===== config.mk =====
export PLATFORM = sky130hd
export DESIGN_NAME = spiTop
export DESIGN_NICKNAME = d
export VERILOG_FILES = /design/src/common/spiPkg.sv /design/src/hdl/spiFifo.sv /design/src/hdl/spiRegs.sv /design/src/spiCore/spiController.sv /design/src/spiCore/spiShifter.sv /design/src/hdl/spiTop.sv
export SDC_FILE = /design/constraint.sdc
export NUM_CORES = 1
export LEC_CHECK = 0
export BUFFER_PORTS_ARGS = -buffer_cell sky130_fd_sc_hd__buf_2
export CAP_MARGIN = 25
export CORE_UTILIZATION = 45
export DETAILED_ROUTE_END_ITERATION = 16
export SLEW_MARGIN = 20
export SYNTH_ARGS = -nofsm -noshare
export SYNTH_HDL_FRONTEND = slang
export SYNTH_HIERARCHICAL = 1
export SYNTH_SLANG_ARGS = --single-unit

===== constraint.sdc =====
create_clock -name PCLK -period 4.25 [get_ports PCLK]
set_clock_uncertainty 0.15 [all_clocks]
set_input_delay 0.6375 -clock PCLK [delete_from_list [all_inputs] [get_ports PCLK]]
set_output_delay 0.6375 -clock PCLK [all_outputs]
set_load 0.05 [all_outputs]

===== src/common/spiPkg.sv =====
// Shared constants for the SPI master peripheral
// Register map, sizes, reset values and controller state codes
package spiPkg;

  // Bus and datapath sizes
  localparam int dataWidth    = 32;
  localparam int addrWidth    = 8;
  localparam int fifoDepthLog = 3;
  localparam int fifoDepth    = 1 << fifoDepthLog;
  localparam int frameWidth   = 8;
  localparam int lenWidth     = 4;
  localparam int sckDivWidth  = 12;

  // Byte offsets of the register map
  localparam logic [addrWidth-1:0] sckDivAddr  = 8'h00;
  localparam logic [addrWidth-1:0] sckModeAddr = 8'h04;
  localparam logic [addrWidth-1:0] csIdAddr    = 8'h10;
  localparam logic [addrWidth-1:0] csDefAddr   = 8'h14;
  localparam logic [addrWidth-1:0] csModeAddr  = 8'h18;
  localparam logic [addrWidth-1:0] fmtAddr     = 8'h40;
  localparam logic [addrWidth-1:0] txDataAddr  = 8'h48;
  localparam logic [addrWidth-1:0] rxDataAddr  = 8'h4C;
  localparam logic [addrWidth-1:0] txMarkAddr  = 8'h50;
  localparam logic [addrWidth-1:0] rxMarkAddr  = 8'h54;
  localparam logic [addrWidth-1:0] ieAddr      = 8'h70;
  localparam logic [addrWidth-1:0] ipAddr      = 8'h74;

  // Reset values
  localparam logic [sckDivWidth-1:0] sckDivReset = 12'd3;
  localparam logic [3:0]             csDefReset  = 4'b1111;
  localparam logic [lenWidth-1:0]    fmtLenReset = 4'd8;
  localparam logic [lenWidth-1:0]    frameLenMax = 4'd8;

  // Frame FSM states
  localparam logic [1:0] stIdle   = 2'd0;
  localparam logic [1:0] stLoad   = 2'd1;
  localparam logic [1:0] stShift  = 2'd2;
  localparam logic [1:0] stFinish = 2'd3;

endpackage


===== src/hdl/spiFifo.sv =====
// Synchronous byte FIFO with full and empty flags and watermark compare
`timescale 1ns/1ps

module spiFifo (
  input  logic                              PCLK,
  input  logic                              PRESETn,
  input  logic                              push,
  input  logic [spiPkg::frameWidth-1:0]     pushData,
  input  logic                              pop,
  input  logic [spiPkg::fifoDepthLog-1:0]   mark,
  output logic [spiPkg::frameWidth-1:0]     popData,
  output logic                              full,
  output logic                              empty,
  output logic                              belowMark,
  output logic                              aboveMark
);

  logic [spiPkg::frameWidth-1:0]  mem [spiPkg::fifoDepth];
  logic [spiPkg::fifoDepthLog:0]  wrPtr;
  logic [spiPkg::fifoDepthLog:0]  rdPtr;
  logic [spiPkg::fifoDepthLog:0]  count;
  logic                           doPush;
  logic                           doPop;

  // Extra pointer bit tells full from empty
  assign count = wrPtr - rdPtr;
  assign empty = (wrPtr == rdPtr);
  assign full  = (wrPtr[spiPkg::fifoDepthLog] != rdPtr[spiPkg::fifoDepthLog]) &&
                 (wrPtr[spiPkg::fifoDepthLog-1:0] == rdPtr[spiPkg::fifoDepthLog-1:0]);

  // Push on full or pop on empty is ignored
  assign doPush = push & ~full;
  assign doPop  = pop & ~empty;

  always_ff @(posedge PCLK) begin
    if (!PRESETn) begin
      wrPtr <= '0;
      rdPtr <= '0;
    end else begin
      if (doPush) wrPtr <= wrPtr + 1'b1;
      if (doPop)  rdPtr <= rdPtr + 1'b1;
    end
  end

  always_ff @(posedge PCLK) begin
    if (doPush) begin
      mem[wrPtr[spiPkg::fifoDepthLog-1:0]] <= pushData;
    end
  end

  // Head entry, no read latency
  assign popData = mem[rdPtr[spiPkg::fifoDepthLog-1:0]];

  // Watermarks, both strict
  assign belowMark = count < {1'b0, mark};
  assign aboveMark = count > {1'b0, mark};

  assert property (@(posedge PCLK) disable iff (!PRESETn)
    count <= (spiPkg::fifoDepthLog+1)'(spiPkg::fifoDepth))
    else $error("FIFO entry count above its depth");

endmodule


===== src/hdl/spiRegs.sv =====
// APB register file of the SPI master
// Control registers, FIFO strobes, interrupt pending bits and chip select
`timescale 1ns/1ps

module spiRegs (
  input  logic                              PCLK,
  input  logic                              PRESETn,
  input  logic                              PSEL,
  input  logic                              PENABLE,
  input  logic                              PWRITE,
  input  logic [spiPkg::addrWidth-1:0]      PADDR,
  input  logic [spiPkg::dataWidth-1:0]      PWDATA,
  input  logic                              txFull,
  input  logic                              txBelowMark,
  input  logic                              rxEmpty,
  input  logic                              rxAboveMark,
  input  logic [spiPkg::frameWidth-1:0]     rxPopData,
  input  logic                              frameActive,
  output logic                              PREADY,
  output logic [spiPkg::dataWidth-1:0]      PRDATA,
  output logic                              txPush,
  output logic [spiPkg::frameWidth-1:0]     txPushData,
  output logic                              rxPop,
  output logic [spiPkg::sckDivWidth-1:0]    sckDiv,
  output logic                              sckDivWrite,
  output logic [1:0]                        sckMode,
  output logic [spiPkg::lenWidth-1:0]       frameLen,
  output logic                              lsbFirst,
  output logic [spiPkg::fifoDepthLog-1:0]   txMark,
  output logic [spiPkg::fifoDepthLog-1:0]   rxMark,
  output logic [3:0]                        SPICS,
  output logic                              SPIIntr
);

  logic [1:0]                        csId;
  logic [3:0]                        csDef;
  logic [1:0]                        csMode;
  logic [1:0]                        ie;
  logic [1:0]                        ip;
  logic [spiPkg::addrWidth-1:0]      wordAddr;
  logic                              accessPhase;
  logic                              regWrite;
  logic [spiPkg::lenWidth-1:0]       wrLen;
  logic [spiPkg::lenWidth-1:0]       fmtLen;
  logic [spiPkg::dataWidth-1:0]      readData;
  logic [3:0]                        csAuto;

  ////////////////////
  // APB decode
  ////////////////////

  // Word access only, low address bits dropped
  assign wordAddr    = {PADDR[spiPkg::addrWidth-1:2], 2'b00};
  assign accessPhase = PSEL & PENABLE;
  assign regWrite    = accessPhase & PWRITE;
  assign PREADY      = 1'b1;

  // FIFO strobes, guarded by the flags
  assign txPush      = regWrite & (wordAddr == spiPkg::txDataAddr) & ~txFull;
  assign txPushData  = PWDATA[spiPkg::frameWidth-1:0];
  assign rxPop       = accessPhase & ~PWRITE & (wordAddr == spiPkg::rxDataAddr) & ~rxEmpty;
  assign sckDivWrite = regWrite & (wordAddr == spiPkg::sckDivAddr);

  // Unsupported lengths fall back to a full byte
  assign wrLen  = PWDATA[19:16];
  assign fmtLen = (wrLen == '0 || wrLen > spiPkg::frameLenMax) ? spiPkg::fmtLenReset : wrLen;

  always_ff @(posedge PCLK) begin
    if (!PRESETn) begin
      sckDiv   <= spiPkg::sckDivReset;
      sckMode  <= 2'b00;
      csId     <= 2'b00;
      csDef    <= spiPkg::csDefReset;
      csMode   <= 2'b00;
      frameLen <= spiPkg::fmtLenReset;
      lsbFirst <= 1'b0;
      txMark   <= '0;
      rxMark   <= '0;
      ie       <= 2'b00;
      ip       <= 2'b00;
    end else begin
      if (regWrite) begin
        case (wordAddr)
          spiPkg::sckDivAddr:  sckDiv  <= PWDATA[spiPkg::sckDivWidth-1:0];
          spiPkg::sckModeAddr: sckMode <= PWDATA[1:0];
          spiPkg::csIdAddr:    csId    <= PWDATA[1:0];
          spiPkg::csDefAddr:   csDef   <= PWDATA[3:0];
          spiPkg::csModeAddr:  csMode  <= PWDATA[1:0];
          spiPkg::fmtAddr: begin
            frameLen <= fmtLen;
            lsbFirst <= PWDATA[2];
          end
          spiPkg::txMarkAddr:  txMark  <= PWDATA[spiPkg::fifoDepthLog-1:0];
          spiPkg::rxMarkAddr:  rxMark  <= PWDATA[spiPkg::fifoDepthLog-1:0];
          spiPkg::ieAddr:      ie      <= PWDATA[1:0];
          default: ;
        endcase
      end
      // Pending bits track the watermarks every cycle
      ip <= {rxAboveMark, txBelowMark};
    end
  end

  ////////////////////
  // Read path
  ////////////////////

  always_comb begin
    case (wordAddr)
      spiPkg::sckDivAddr:  readData = {20'b0, sckDiv};
      spiPkg::sckModeAddr: readData = {30'b0, sckMode};
      spiPkg::csIdAddr:    readData = {30'b0, csId};
      spiPkg::csDefAddr:   readData = {28'b0, csDef};
      spiPkg::csModeAddr:  readData = {30'b0, csMode};
      spiPkg::fmtAddr:     readData = {12'b0, frameLen, 13'b0, lsbFirst, 2'b0};
      spiPkg::txDataAddr:  readData = {txFull, 31'b0};
      spiPkg::rxDataAddr:  readData = {rxEmpty, 23'b0, rxPopData};
      spiPkg::txMarkAddr:  readData = {29'b0, txMark};
      spiPkg::rxMarkAddr:  readData = {29'b0, rxMark};
      spiPkg::ieAddr:      readData = {30'b0, ie};
      spiPkg::ipAddr:      readData = {30'b0, ip};
      default:             readData = '0;
    endcase
  end

  // Captured in the setup phase, held through the access phase
  always_ff @(posedge PCLK) begin
    if (PSEL && !PENABLE) begin
      PRDATA <= readData;
    end
  end

  ////////////////////
  // Interrupt and chip select
  ////////////////////

  assign SPIIntr = |(ip & ie);

  // Auto mode flips only the selected line during a frame
  always_comb begin
    csAuto = csDef;
    if (frameActive) begin
      csAuto[csId] = ~csDef[csId];
    end
  end

  // Off mode hands the pins to CSDEF
  assign SPICS = (csMode == 2'd3) ? csDef : csAuto;

  // A popped byte must be the one the read returned
  assert property (@(posedge PCLK) disable iff (!PRESETn)
    rxPop |-> !PRDATA[spiPkg::dataWidth-1])
    else $error("RXDATA pop after a read that reported the receive FIFO empty");

  // Pushed byte comes from a complete TXDATA transfer
  assert property (@(posedge PCLK) disable iff (!PRESETn)
    txPush |-> $past(PSEL && !PENABLE && PWRITE && wordAddr == spiPkg::txDataAddr) &&
               $stable(PWDATA))
    else $error("TXDATA push without a matching APB setup phase");

endmodule


===== src/spiCore/spiController.sv =====
// Serial clock divider, frame bit counter and frame FSM
`timescale 1ns/1ps

module spiController (
  input  logic                              PCLK,
  input  logic                              PRESETn,
  input  logic [spiPkg::sckDivWidth-1:0]    sckDiv,
  input  logic                              sckDivWrite,
  input  logic [1:0]                        sckMode,
  input  logic [spiPkg::lenWidth-1:0]       frameLen,
  input  logic                              txEmpty,
  output logic                              txPop,
  output logic                              txLoad,
  output logic                              shiftEdge,
  output logic                              sampleEdge,
  output logic                              rxPush,
  output logic                              busy,
  output logic                              frameActive,
  output logic                              SPICLK
);

  logic [spiPkg::sckDivWidth-1:0]  divCnt;
  logic                            halfTick;
  logic [1:0]                      state;
  logic [1:0]                      nextState;
  logic [spiPkg::lenWidth-1:0]     halfCnt;
  logic [spiPkg::lenWidth:0]       halfLast;
  logic                            lastHalf;
  logic                            sclkPhase;
  logic                            shiftTick;
  logic                            leading;

  ////////////////////
  // Clock divider
  ////////////////////

  // One strobe per SPICLK half period, restart on SCKDIV write
  assign halfTick = (divCnt == sckDiv);

  always_ff @(posedge PCLK) begin
    if (!PRESETn) begin
      divCnt <= '0;
    end else if (sckDivWrite || halfTick) begin
      divCnt <= '0;
    end else begin
      divCnt <= divCnt + 1'b1;
    end
  end

  ////////////////////
  // Frame FSM
  ////////////////////

  // Two half periods per bit
  assign halfLast = {frameLen, 1'b0} - 1'b1;
  assign lastHalf = ({1'b0, halfCnt} == halfLast);

  always_comb begin
    nextState = state;
    case (state)
      spiPkg::stIdle:   if (!txEmpty) nextState = spiPkg::stLoad;
      // Load lines up with a divider strobe so the first half period is whole
      spiPkg::stLoad:   if (halfTick) nextState = spiPkg::stShift;
      spiPkg::stShift:  if (halfTick && lastHalf) nextState = spiPkg::stFinish;
      spiPkg::stFinish: nextState = txEmpty ? spiPkg::stIdle : spiPkg::stLoad;
      default:          nextState = spiPkg::stIdle;
    endcase
  end

  always_ff @(posedge PCLK) begin
    if (!PRESETn) begin
      state     <= spiPkg::stIdle;
      halfCnt   <= '0;
      sclkPhase <= 1'b0;
    end else begin
      state <= nextState;
      if (state != spiPkg::stShift) begin
        halfCnt   <= '0;
        sclkPhase <= 1'b0;
      end else if (halfTick) begin
        halfCnt   <= halfCnt + 1'b1;
        sclkPhase <= ~sclkPhase;
      end
    end
  end

  // Idle level follows CPOL
  assign SPICLK = sckMode[1] ^ sclkPhase;

  // Edge placement by CPHA
  // CPHA 0 samples leading, shifts trailing
  // CPHA 1 shifts leading (not the first), samples trailing
  assign shiftTick  = (state == spiPkg::stShift) && halfTick;
  assign leading    = ~halfCnt[0];
  assign sampleEdge = shiftTick && (sckMode[0] ? !leading : leading);
  assign shiftEdge  = shiftTick && (sckMode[0] ? (leading && halfCnt != '0) : !leading);

  assign txLoad      = (state == spiPkg::stLoad) && halfTick;
  assign txPop       = txLoad;
  assign rxPush      = (state == spiPkg::stFinish);
  assign busy        = (state == spiPkg::stShift);
  assign frameActive = (state != spiPkg::stIdle);

  // Whole periods per frame bring the clock back to CPOL
  assert property (@(posedge PCLK) disable iff (!PRESETn) !busy |-> SPICLK == sckMode[1])
    else $error("SPICLK away from its idle level outside the shift phase");

endmodule


===== src/spiCore/spiShifter.sv =====
// Transmit and receive shift registers
// Bit-order reversal and left alignment of short frames
`timescale 1ns/1ps

module spiShifter (
  input  logic                              PCLK,
  input  logic                              PRESETn,
  input  logic [spiPkg::frameWidth-1:0]     txPopData,
  input  logic                              txLoad,
  input  logic                              shiftEdge,
  input  logic                              sampleEdge,
  input  logic                              busy,
  input  logic [spiPkg::lenWidth-1:0]       frameLen,
  input  logic                              lsbFirst,
  input  logic                              SPIIn,
  output logic                              SPIOut,
  output logic [spiPkg::frameWidth-1:0]     rxPushData
);

  logic [spiPkg::frameWidth-1:0]  txOrdered;
  logic [spiPkg::frameWidth-1:0]  txShift;
  logic [spiPkg::frameWidth-1:0]  rxShift;
  logic [spiPkg::frameWidth-1:0]  rxAligned;
  logic [spiPkg::lenWidth-1:0]    alignAmt;

  function automatic logic [spiPkg::frameWidth-1:0] reverseBits(
    input logic [spiPkg::frameWidth-1:0] value
  );
    logic [spiPkg::frameWidth-1:0] result;
    for (int i = 0; i < spiPkg::frameWidth; i++) begin
      result[i] = value[spiPkg::frameWidth-1-i];
    end
    return result;
  endfunction

  // Always shifts MSB first, LSB-first data is reversed at load
  assign txOrdered = lsbFirst ? reverseBits(txPopData) : txPopData;

  always_ff @(posedge PCLK) begin
    if (!PRESETn) begin
      txShift <= '0;
    end else if (txLoad) begin
      txShift <= txOrdered;
    end else if (shiftEdge) begin
      txShift <= {txShift[spiPkg::frameWidth-2:0], 1'b0};
    end
  end

  // Line held low outside the clocked part of a frame
  assign SPIOut = busy & txShift[spiPkg::frameWidth-1];

  always_ff @(posedge PCLK) begin
    if (sampleEdge) begin
      rxShift <= {rxShift[spiPkg::frameWidth-2:0], SPIIn};
    end
  end

  // Short frames land in the low bits, move them to the top
  assign alignAmt   = spiPkg::frameLenMax - frameLen;
  assign rxAligned  = rxShift << alignAmt;
  assign rxPushData = lsbFirst ? reverseBits(rxAligned) : rxAligned;

endmodule


===== src/hdl/spiTop.sv =====
// Top level of the SPI master peripheral
// Register file, TX and RX FIFOs, frame controller and shifter
`timescale 1ns/1ps

module spiTop (
  input  logic                              PCLK,
  input  logic                              PRESETn,
  input  logic                              PSEL,
  input  logic                              PENABLE,
  input  logic                              PWRITE,
  input  logic [spiPkg::addrWidth-1:0]      PADDR,
  input  logic [spiPkg::dataWidth-1:0]      PWDATA,
  // Byte strobes accepted, registers are word access
  input  logic [spiPkg::dataWidth/8-1:0]    PSTRB,
  output logic                              PREADY,
  output logic [spiPkg::dataWidth-1:0]      PRDATA,
  output logic                              SPIOut,
  input  logic                              SPIIn,
  output logic [3:0]                        SPICS,
  output logic                              SPICLK,
  output logic                              SPIIntr
);

  logic                             txPush, txPop, txLoad, txFull, txEmpty, txBelowMark;
  logic                             rxPush, rxPop, rxEmpty, rxAboveMark;
  logic [spiPkg::frameWidth-1:0]    txPushData, txPopData, rxPushData, rxPopData;
  logic [spiPkg::sckDivWidth-1:0]   sckDiv;
  logic                             sckDivWrite;
  logic [1:0]                       sckMode;
  logic [spiPkg::lenWidth-1:0]      frameLen;
  logic                             lsbFirst;
  logic [spiPkg::fifoDepthLog-1:0]  txMark, rxMark;
  logic                             shiftEdge, sampleEdge, busy, frameActive;

  spiRegs regs (
    .PCLK, .PRESETn, .PSEL, .PENABLE, .PWRITE, .PADDR, .PWDATA,
    .txFull, .txBelowMark, .rxEmpty, .rxAboveMark, .rxPopData, .frameActive,
    .PREADY, .PRDATA, .txPush, .txPushData, .rxPop,
    .sckDiv, .sckDivWrite, .sckMode, .frameLen, .lsbFirst,
    .txMark, .rxMark, .SPICS, .SPIIntr
  );

  // TX side only needs the low watermark
  spiFifo txFifo (
    .PCLK, .PRESETn,
    .push(txPush), .pushData(txPushData), .pop(txPop), .mark(txMark),
    .popData(txPopData), .full(txFull), .empty(txEmpty),
    .belowMark(txBelowMark), .aboveMark()
  );

  // RX overflow drops the frame inside the FIFO
  spiFifo rxFifo (
    .PCLK, .PRESETn,
    .push(rxPush), .pushData(rxPushData), .pop(rxPop), .mark(rxMark),
    .popData(rxPopData), .full(), .empty(rxEmpty),
    .belowMark(), .aboveMark(rxAboveMark)
  );

  spiController controller (
    .PCLK, .PRESETn, .sckDiv, .sckDivWrite, .sckMode, .frameLen, .txEmpty,
    .txPop, .txLoad, .shiftEdge, .sampleEdge, .rxPush, .busy, .frameActive, .SPICLK
  );

  spiShifter shifter (
    .PCLK, .PRESETn, .txPopData, .txLoad, .shiftEdge, .sampleEdge, .busy,
    .frameLen, .lsbFirst, .SPIIn, .SPIOut, .rxPushData
  );

endmodule


* Yosys cells after proc, flatten, opt, wreduce, memory -nomap -nowiden
Memory sizes are Yosys's and may differ from the RTL's. A register that Yosys moved wholly into a read port is not among the register bits.
Index checks and enable logic that the tools add are counted.
** Word-level totals
- Register bits after elaboration :: 120
- Bits in writable memories :: 128
- Bits of input ports :: 50
- Output and inout port bits :: 40
- Word-level logic and storage cells :: 151
- Memories :: 2
** Memory list
- rxFifo.mem :: words 8, width 8, rd ports 1, clocked after Yosys merged registers in 1, wr ports 1, RTL line spiFifo.sv:18 : logic [spiPkg::frameWidth-1:0] mem [spiPkg::fifoDepth];
- txFifo.mem :: words 8, width 8, rd ports 1, clocked after Yosys merged registers in 1, wr ports 1, RTL line spiFifo.sv:18
** Operators by class
- Add/subtract/negate cells :: 10
- Magnitude comparators :: 5
- Equality and inequality tests :: 27
- Shift operators :: 1
- Multiplexer cells :: 28
- Bitwise operators :: 24
- Reductions and logical operators :: 32
** Operators with widths (number)
- $pmux W32 S12 :: 1
- $eq A6 B5 Y1 const B :: 7
- $mux W8 :: 4
- $add A4 B1 Y4 const B :: 5
- $eq A6 B3 Y1 const B :: 3
- $reduce_and A2 Y1 :: 9
- $and A1 B1 Y1 :: 13
- $add A12 B1 Y12 const B :: 1
- $eq A12 B12 Y1 :: 1
- $mux W3 :: 4
- $mux W4 :: 3
- $logic_and A1 B1 Y1 :: 10
- $mux W1 :: 9
- $not A1 Y1 :: 9
- $eq A4 B4 Y1 :: 2
- $logic_not A8 Y1 :: 1
- $pmux W2 S4 :: 1
- $shl A8 B4 Y8 :: 1
- $sub A4 B4 Y4 :: 2
- $eq A2 B2 Y1 const B :: 3
- $eq A3 B3 Y1 :: 2
- $eq A6 B1 Y1 const B :: 1
- $mux W2 :: 3
- $ne A2 B2 Y1 const B :: 3
- 24 further kinds :: 29

* Depth between registers and ports, before layout
- Depth after elaboration :: 7
- Mapped depth :: 11
- Mapped depth without buffers :: 10

* Modules after synthesis
Netlist, hierarchy kept.
** Modules (own cells, without submodules)
- spiFifo at txFifo :: instances 1, cells each 177, area each 3180.6 sq um, sequential area each 2142.1 sq um
- spiFifo at rxFifo :: instances 1, cells each 177, area each 3178.0 sq um, sequential area each 2142.1 sq um
- spiRegs :: instances 1, cells each 281, area each 2700.1 sq um, sequential area each 1251.2 sq um
- spiController :: instances 1, cells each 133, area each 1156.1 sq um, sequential area each 380.4 sq um
- spiShifter :: instances 1, cells each 103, area each 1107.3 sq um, sequential area each 400.4 sq um

* Worst setup path before layout
No wires, ideal clock.
- Path kind :: reg-to-reg
- Start point :: register txFifo/wrPtr[0] (netlist name)
- End point :: memory txFifo/mem[0][0] (netlist name), enable pin
- Setup time :: 0.395 ns
- Arrival time :: 2.764 ns
- Data required time :: 3.705 ns
- Path slack :: 0.942 ns
- Cell stages (with the launch flop) :: 9
- Buffers on the path :: 1
- Period minus slack after synthesis :: 3.308 ns
- Cell sequence :: dfxtp_1 -> clkbuf_1 -> inv_1 -> ha_1 -> nand3_1 -> nor2_1 -> nor4_1 -> o21ai_2 -> nor4_1
** Between the ends
- Cells in the longest elaborated chain, start to end :: 7
** RTL lines
- start: declaration :: RTL line spiFifo.sv:19 : logic [spiPkg::fifoDepthLog:0] wrPtr;
- start signal: assignment :: RTL line spiFifo.sv:40 : if (doPush) wrPtr <= wrPtr + 1'b1;
- $eq A3 B3 Y1 :: RTL line spiFifo.sv:29 : (wrPtr[spiPkg::fifoDepthLog-1:0] == rdPtr[spiPkg::fifoDepthLog-1:0]);
- $logic_and A1 B1 Y1 :: RTL line spiFifo.sv:28 : assign full = (wrPtr[spiPkg::fifoDepthLog] != rdPtr[spiPkg::fifoDepthLog]) &&
- named net txFull :: RTL line spiTop.sv:24 : logic txPush, txPop, txLoad, txFull, txEmpty, txBelowMark;
- $not A1 Y1 :: RTL line spiRegs.sv:59 : assign txPush = regWrite & (wordAddr == spiPkg::txDataAddr) & ~txFull;
- $and A1 B1 Y1 :: RTL line spiRegs.sv:59
- named net txPush :: RTL line spiTop.sv:24
- $and A1 B1 Y1 :: RTL line spiFifo.sv:32 : assign doPush = push & ~full;
- $mux W1 :: RTL line spiFifo.sv:46 : if (doPush) begin
- $mux W1 (implied by the code) :: RTL line spiFifo.sv:47 : mem[wrPtr[spiPkg::fifoDepthLog-1:0]] <= pushData;
- end: declaration :: RTL line spiFifo.sv:18
The timed path passes the listed nets, and every way through them passes these cells.

* Final worst setup path
- Start point :: register txFifo/wrPtr[0] (netlist name)
- End point :: memory txFifo/mem[3][3] (netlist name), enable pin
Same word-level chain as after synthesis.

==> metrics.md <==
| Metric | Value |
|---|---|
| Worst path cell trace | inv_1 -> ha_1 -> nand3_1 -> nor2_1 -> nor4_1 -> o211ai_1 -> nor2_1 |
| Area grow syn2layout | 11.6% |
| Vias per cell | 5.36 |
| CP dominant cell by count | nor2_1 |
| Fin crit period | 3.40 ns |
| CP Class | flop to flop |
| Reg2reg end | txFifo/mem[3][3] |
| Clock Pin Slew Worst Setup and Hold Paths | 0.06 ns |
| CP Capture Type | flop |
| Most common cell after layout, fill and taps aside | edfxtp_1 |
| Routed wire per std cell | 18.9 um |
| Fmax achieved | 295 MHz |
| R2R depth | 7 |
| CP max stage delay | 0.68 ns |
| Vias in the first global route | 6622 |
| Fillers | 2089 |
| Worst Setup Start Kind | flop |
| Gr ovfl total | 0 |
| Setup TNS | 0 ns |
| Global-route wire length before repair | 37600 um |
| Post-route ant nets | 0 |
| I/O Buffers | 51 |
| CP top delay family | simple AND/OR/NAND/NOR gates |
| WHS Endpoint | shifter/rxShift[0] |
| Core Area | 24500 um^2 |
| Slew margin rel. | 37.0% |
| Hold WC Path Type | input port to flop |
| Static Leak | 0.00458 uW |
| Post-cts resize count | 0 |
| Worst path required time | 4.25 ns |
| Die area | 25800 um^2 |
| Worst-margin pin slew | 0.944 ns |
| DRT Pass-1 Iters | 5 |
| Final setup viols | 0 |
| Pre-CTS setup slack | 0.892 ns |
| CTS tree | yes |
| Synth Cell Area | 11300 um^2 |
| DRC violation count after routing | 0 |
| Final worst slack | 0.855 ns |
| Total number of vias | 6742 |
| Clk Latency, worst-skew pair | 0.53 ns |
| Starting Density | 46.2% |
| Max Cap Viol | 0 |
| Hold buffer count at cts | 0 |
| Die Width | 160 um |
| NumNets Final | 993 |
| Routed WL | 23800 um |
| Overall routing resource usage | 18.8% |
| Largest net degree at the start of global routing | 72 |
| Sink Count | 239 |
| Worst path slowest cell | nor4_1 |
| CP max FO | 8 |
| RSZ-0062 raised after global routing | false |
| # rows | 57 |
| Bufs and invs on worst path | 1 |
| Result of the run | complete, no violations |
| Fraction of layout cells with a size suffix above 1 | 16.9% |
| Diode count | 0 |
| Leading cell types in the layout, fill and taps excluded | edfxtp_1, dfxtp_1, nand2_1, buf_2, nor2_1 |
| Crit share post-route | 79.9% |
| Hold Path Origin | SPIIn |
| Deepest clock path buffer count | 3 |
| R2R Setup Slk | 0.85 ns |
| 1st-iter DRT viols | 415 |
| RePlAce Congestion | 0.810 |
| R2R Path Start | txFifo/wrPtr[0] |
| Clock root buffer | clkbuf_16 |
| Worst Hold Depth | 1 |
| HPWL after detailed placement | 16300 um |
| Synth Area per Inst | 13.0 um^2 |
| Syn. warnings | 6 |
| Die Y-Extent | 160 um |
| Post-Syn Instances | 867 |
| Slew Limit Fails | 0 |
| Pwr dens | 395 nW/um^2 |
| WP data arrival | 3.39 ns |
| Path length in cells of the critical path | 7 |
| VDD IR max | 0.257 mV |
| Post-CTS setup buffers | 0 |
| Final hold vios | 0 |
| I/O pin total | 90 |
| Initial antenna violation count | 0 |
| TritonCTS buffer count | 26 |
| H-tree depth | 1 |
registers in the layout, indices dropped and copies added, names as in the netlist, 8 cells and up, named ones only:
| signal | cells |
|---|---|
| regs/PRDATA | 17 |
| shifter/rxShift | 8 |
| rxFifo/mem | 64 |
| regs/sckDiv | 12 |
| txFifo/mem | 64 |
| controller/divCnt | 12 |
| shifter/txShift | 8 |
worst max-delay path by stage:
stage | start | to | slack, ns
after CTS | txFifo/wrPtr[0] | txFifo/mem[3][4] | 0.86
after global routing | txFifo/wrPtr[0] | txFifo/mem[3][4] | 0.62
after detailed placement | txFifo/wrPtr[0] | txFifo/mem[3][5] | 0.89
after floorplan | txFifo/wrPtr[0] | txFifo/mem[0][0] | 0.94
after global placement | txFifo/wrPtr[0] | txFifo/mem[3][4] | 0.94
final | txFifo/wrPtr[0] | txFifo/mem[3][3] | 0.85
cell type report:
type	count	area (um^2)	area share, %
sequential	239	6320	50.1
multi-input combinational	550	4540	36.0
clock buffer	29	683	5.41
tap	324	405	3.21
timing repair buffer	69	394	3.12
clock inverter	19	166	1.32
inverter	29	109	0.863
per-layer routing:
metal	wire length, um	global-route usage (%)	up-vias
met5	0	0	-
met4	372	3.98	0
met3	893	2.30	29
met2	11100	30.8	126
met1	11500	26.8	3316
li1	-	-	3271
metrics by stage:
step           util (%)  hold slack, ns  power (uW)  cell area (um^2)  std cells
3_3_place_gp       48.1           0.308        2790             11800       1210
3_5_place_dp       48.1           0.317        2790             11800       1210
2_1_floorplan         -           0.283        2730             11400        881
5_1_grt            51.6           0.133        5150             12600       1259
4_1_cts            51.5           0.123        5040             12600       1258
6_report           51.6           0.145        4980             12600       1259
where the power goes:
group	internal (uW)	total, uW	switching [uW]
clock	1330	2240	904
combinational	71.5	260	188
sequential	2470	2480	12.6
Power figures use the tool's default switching activity.
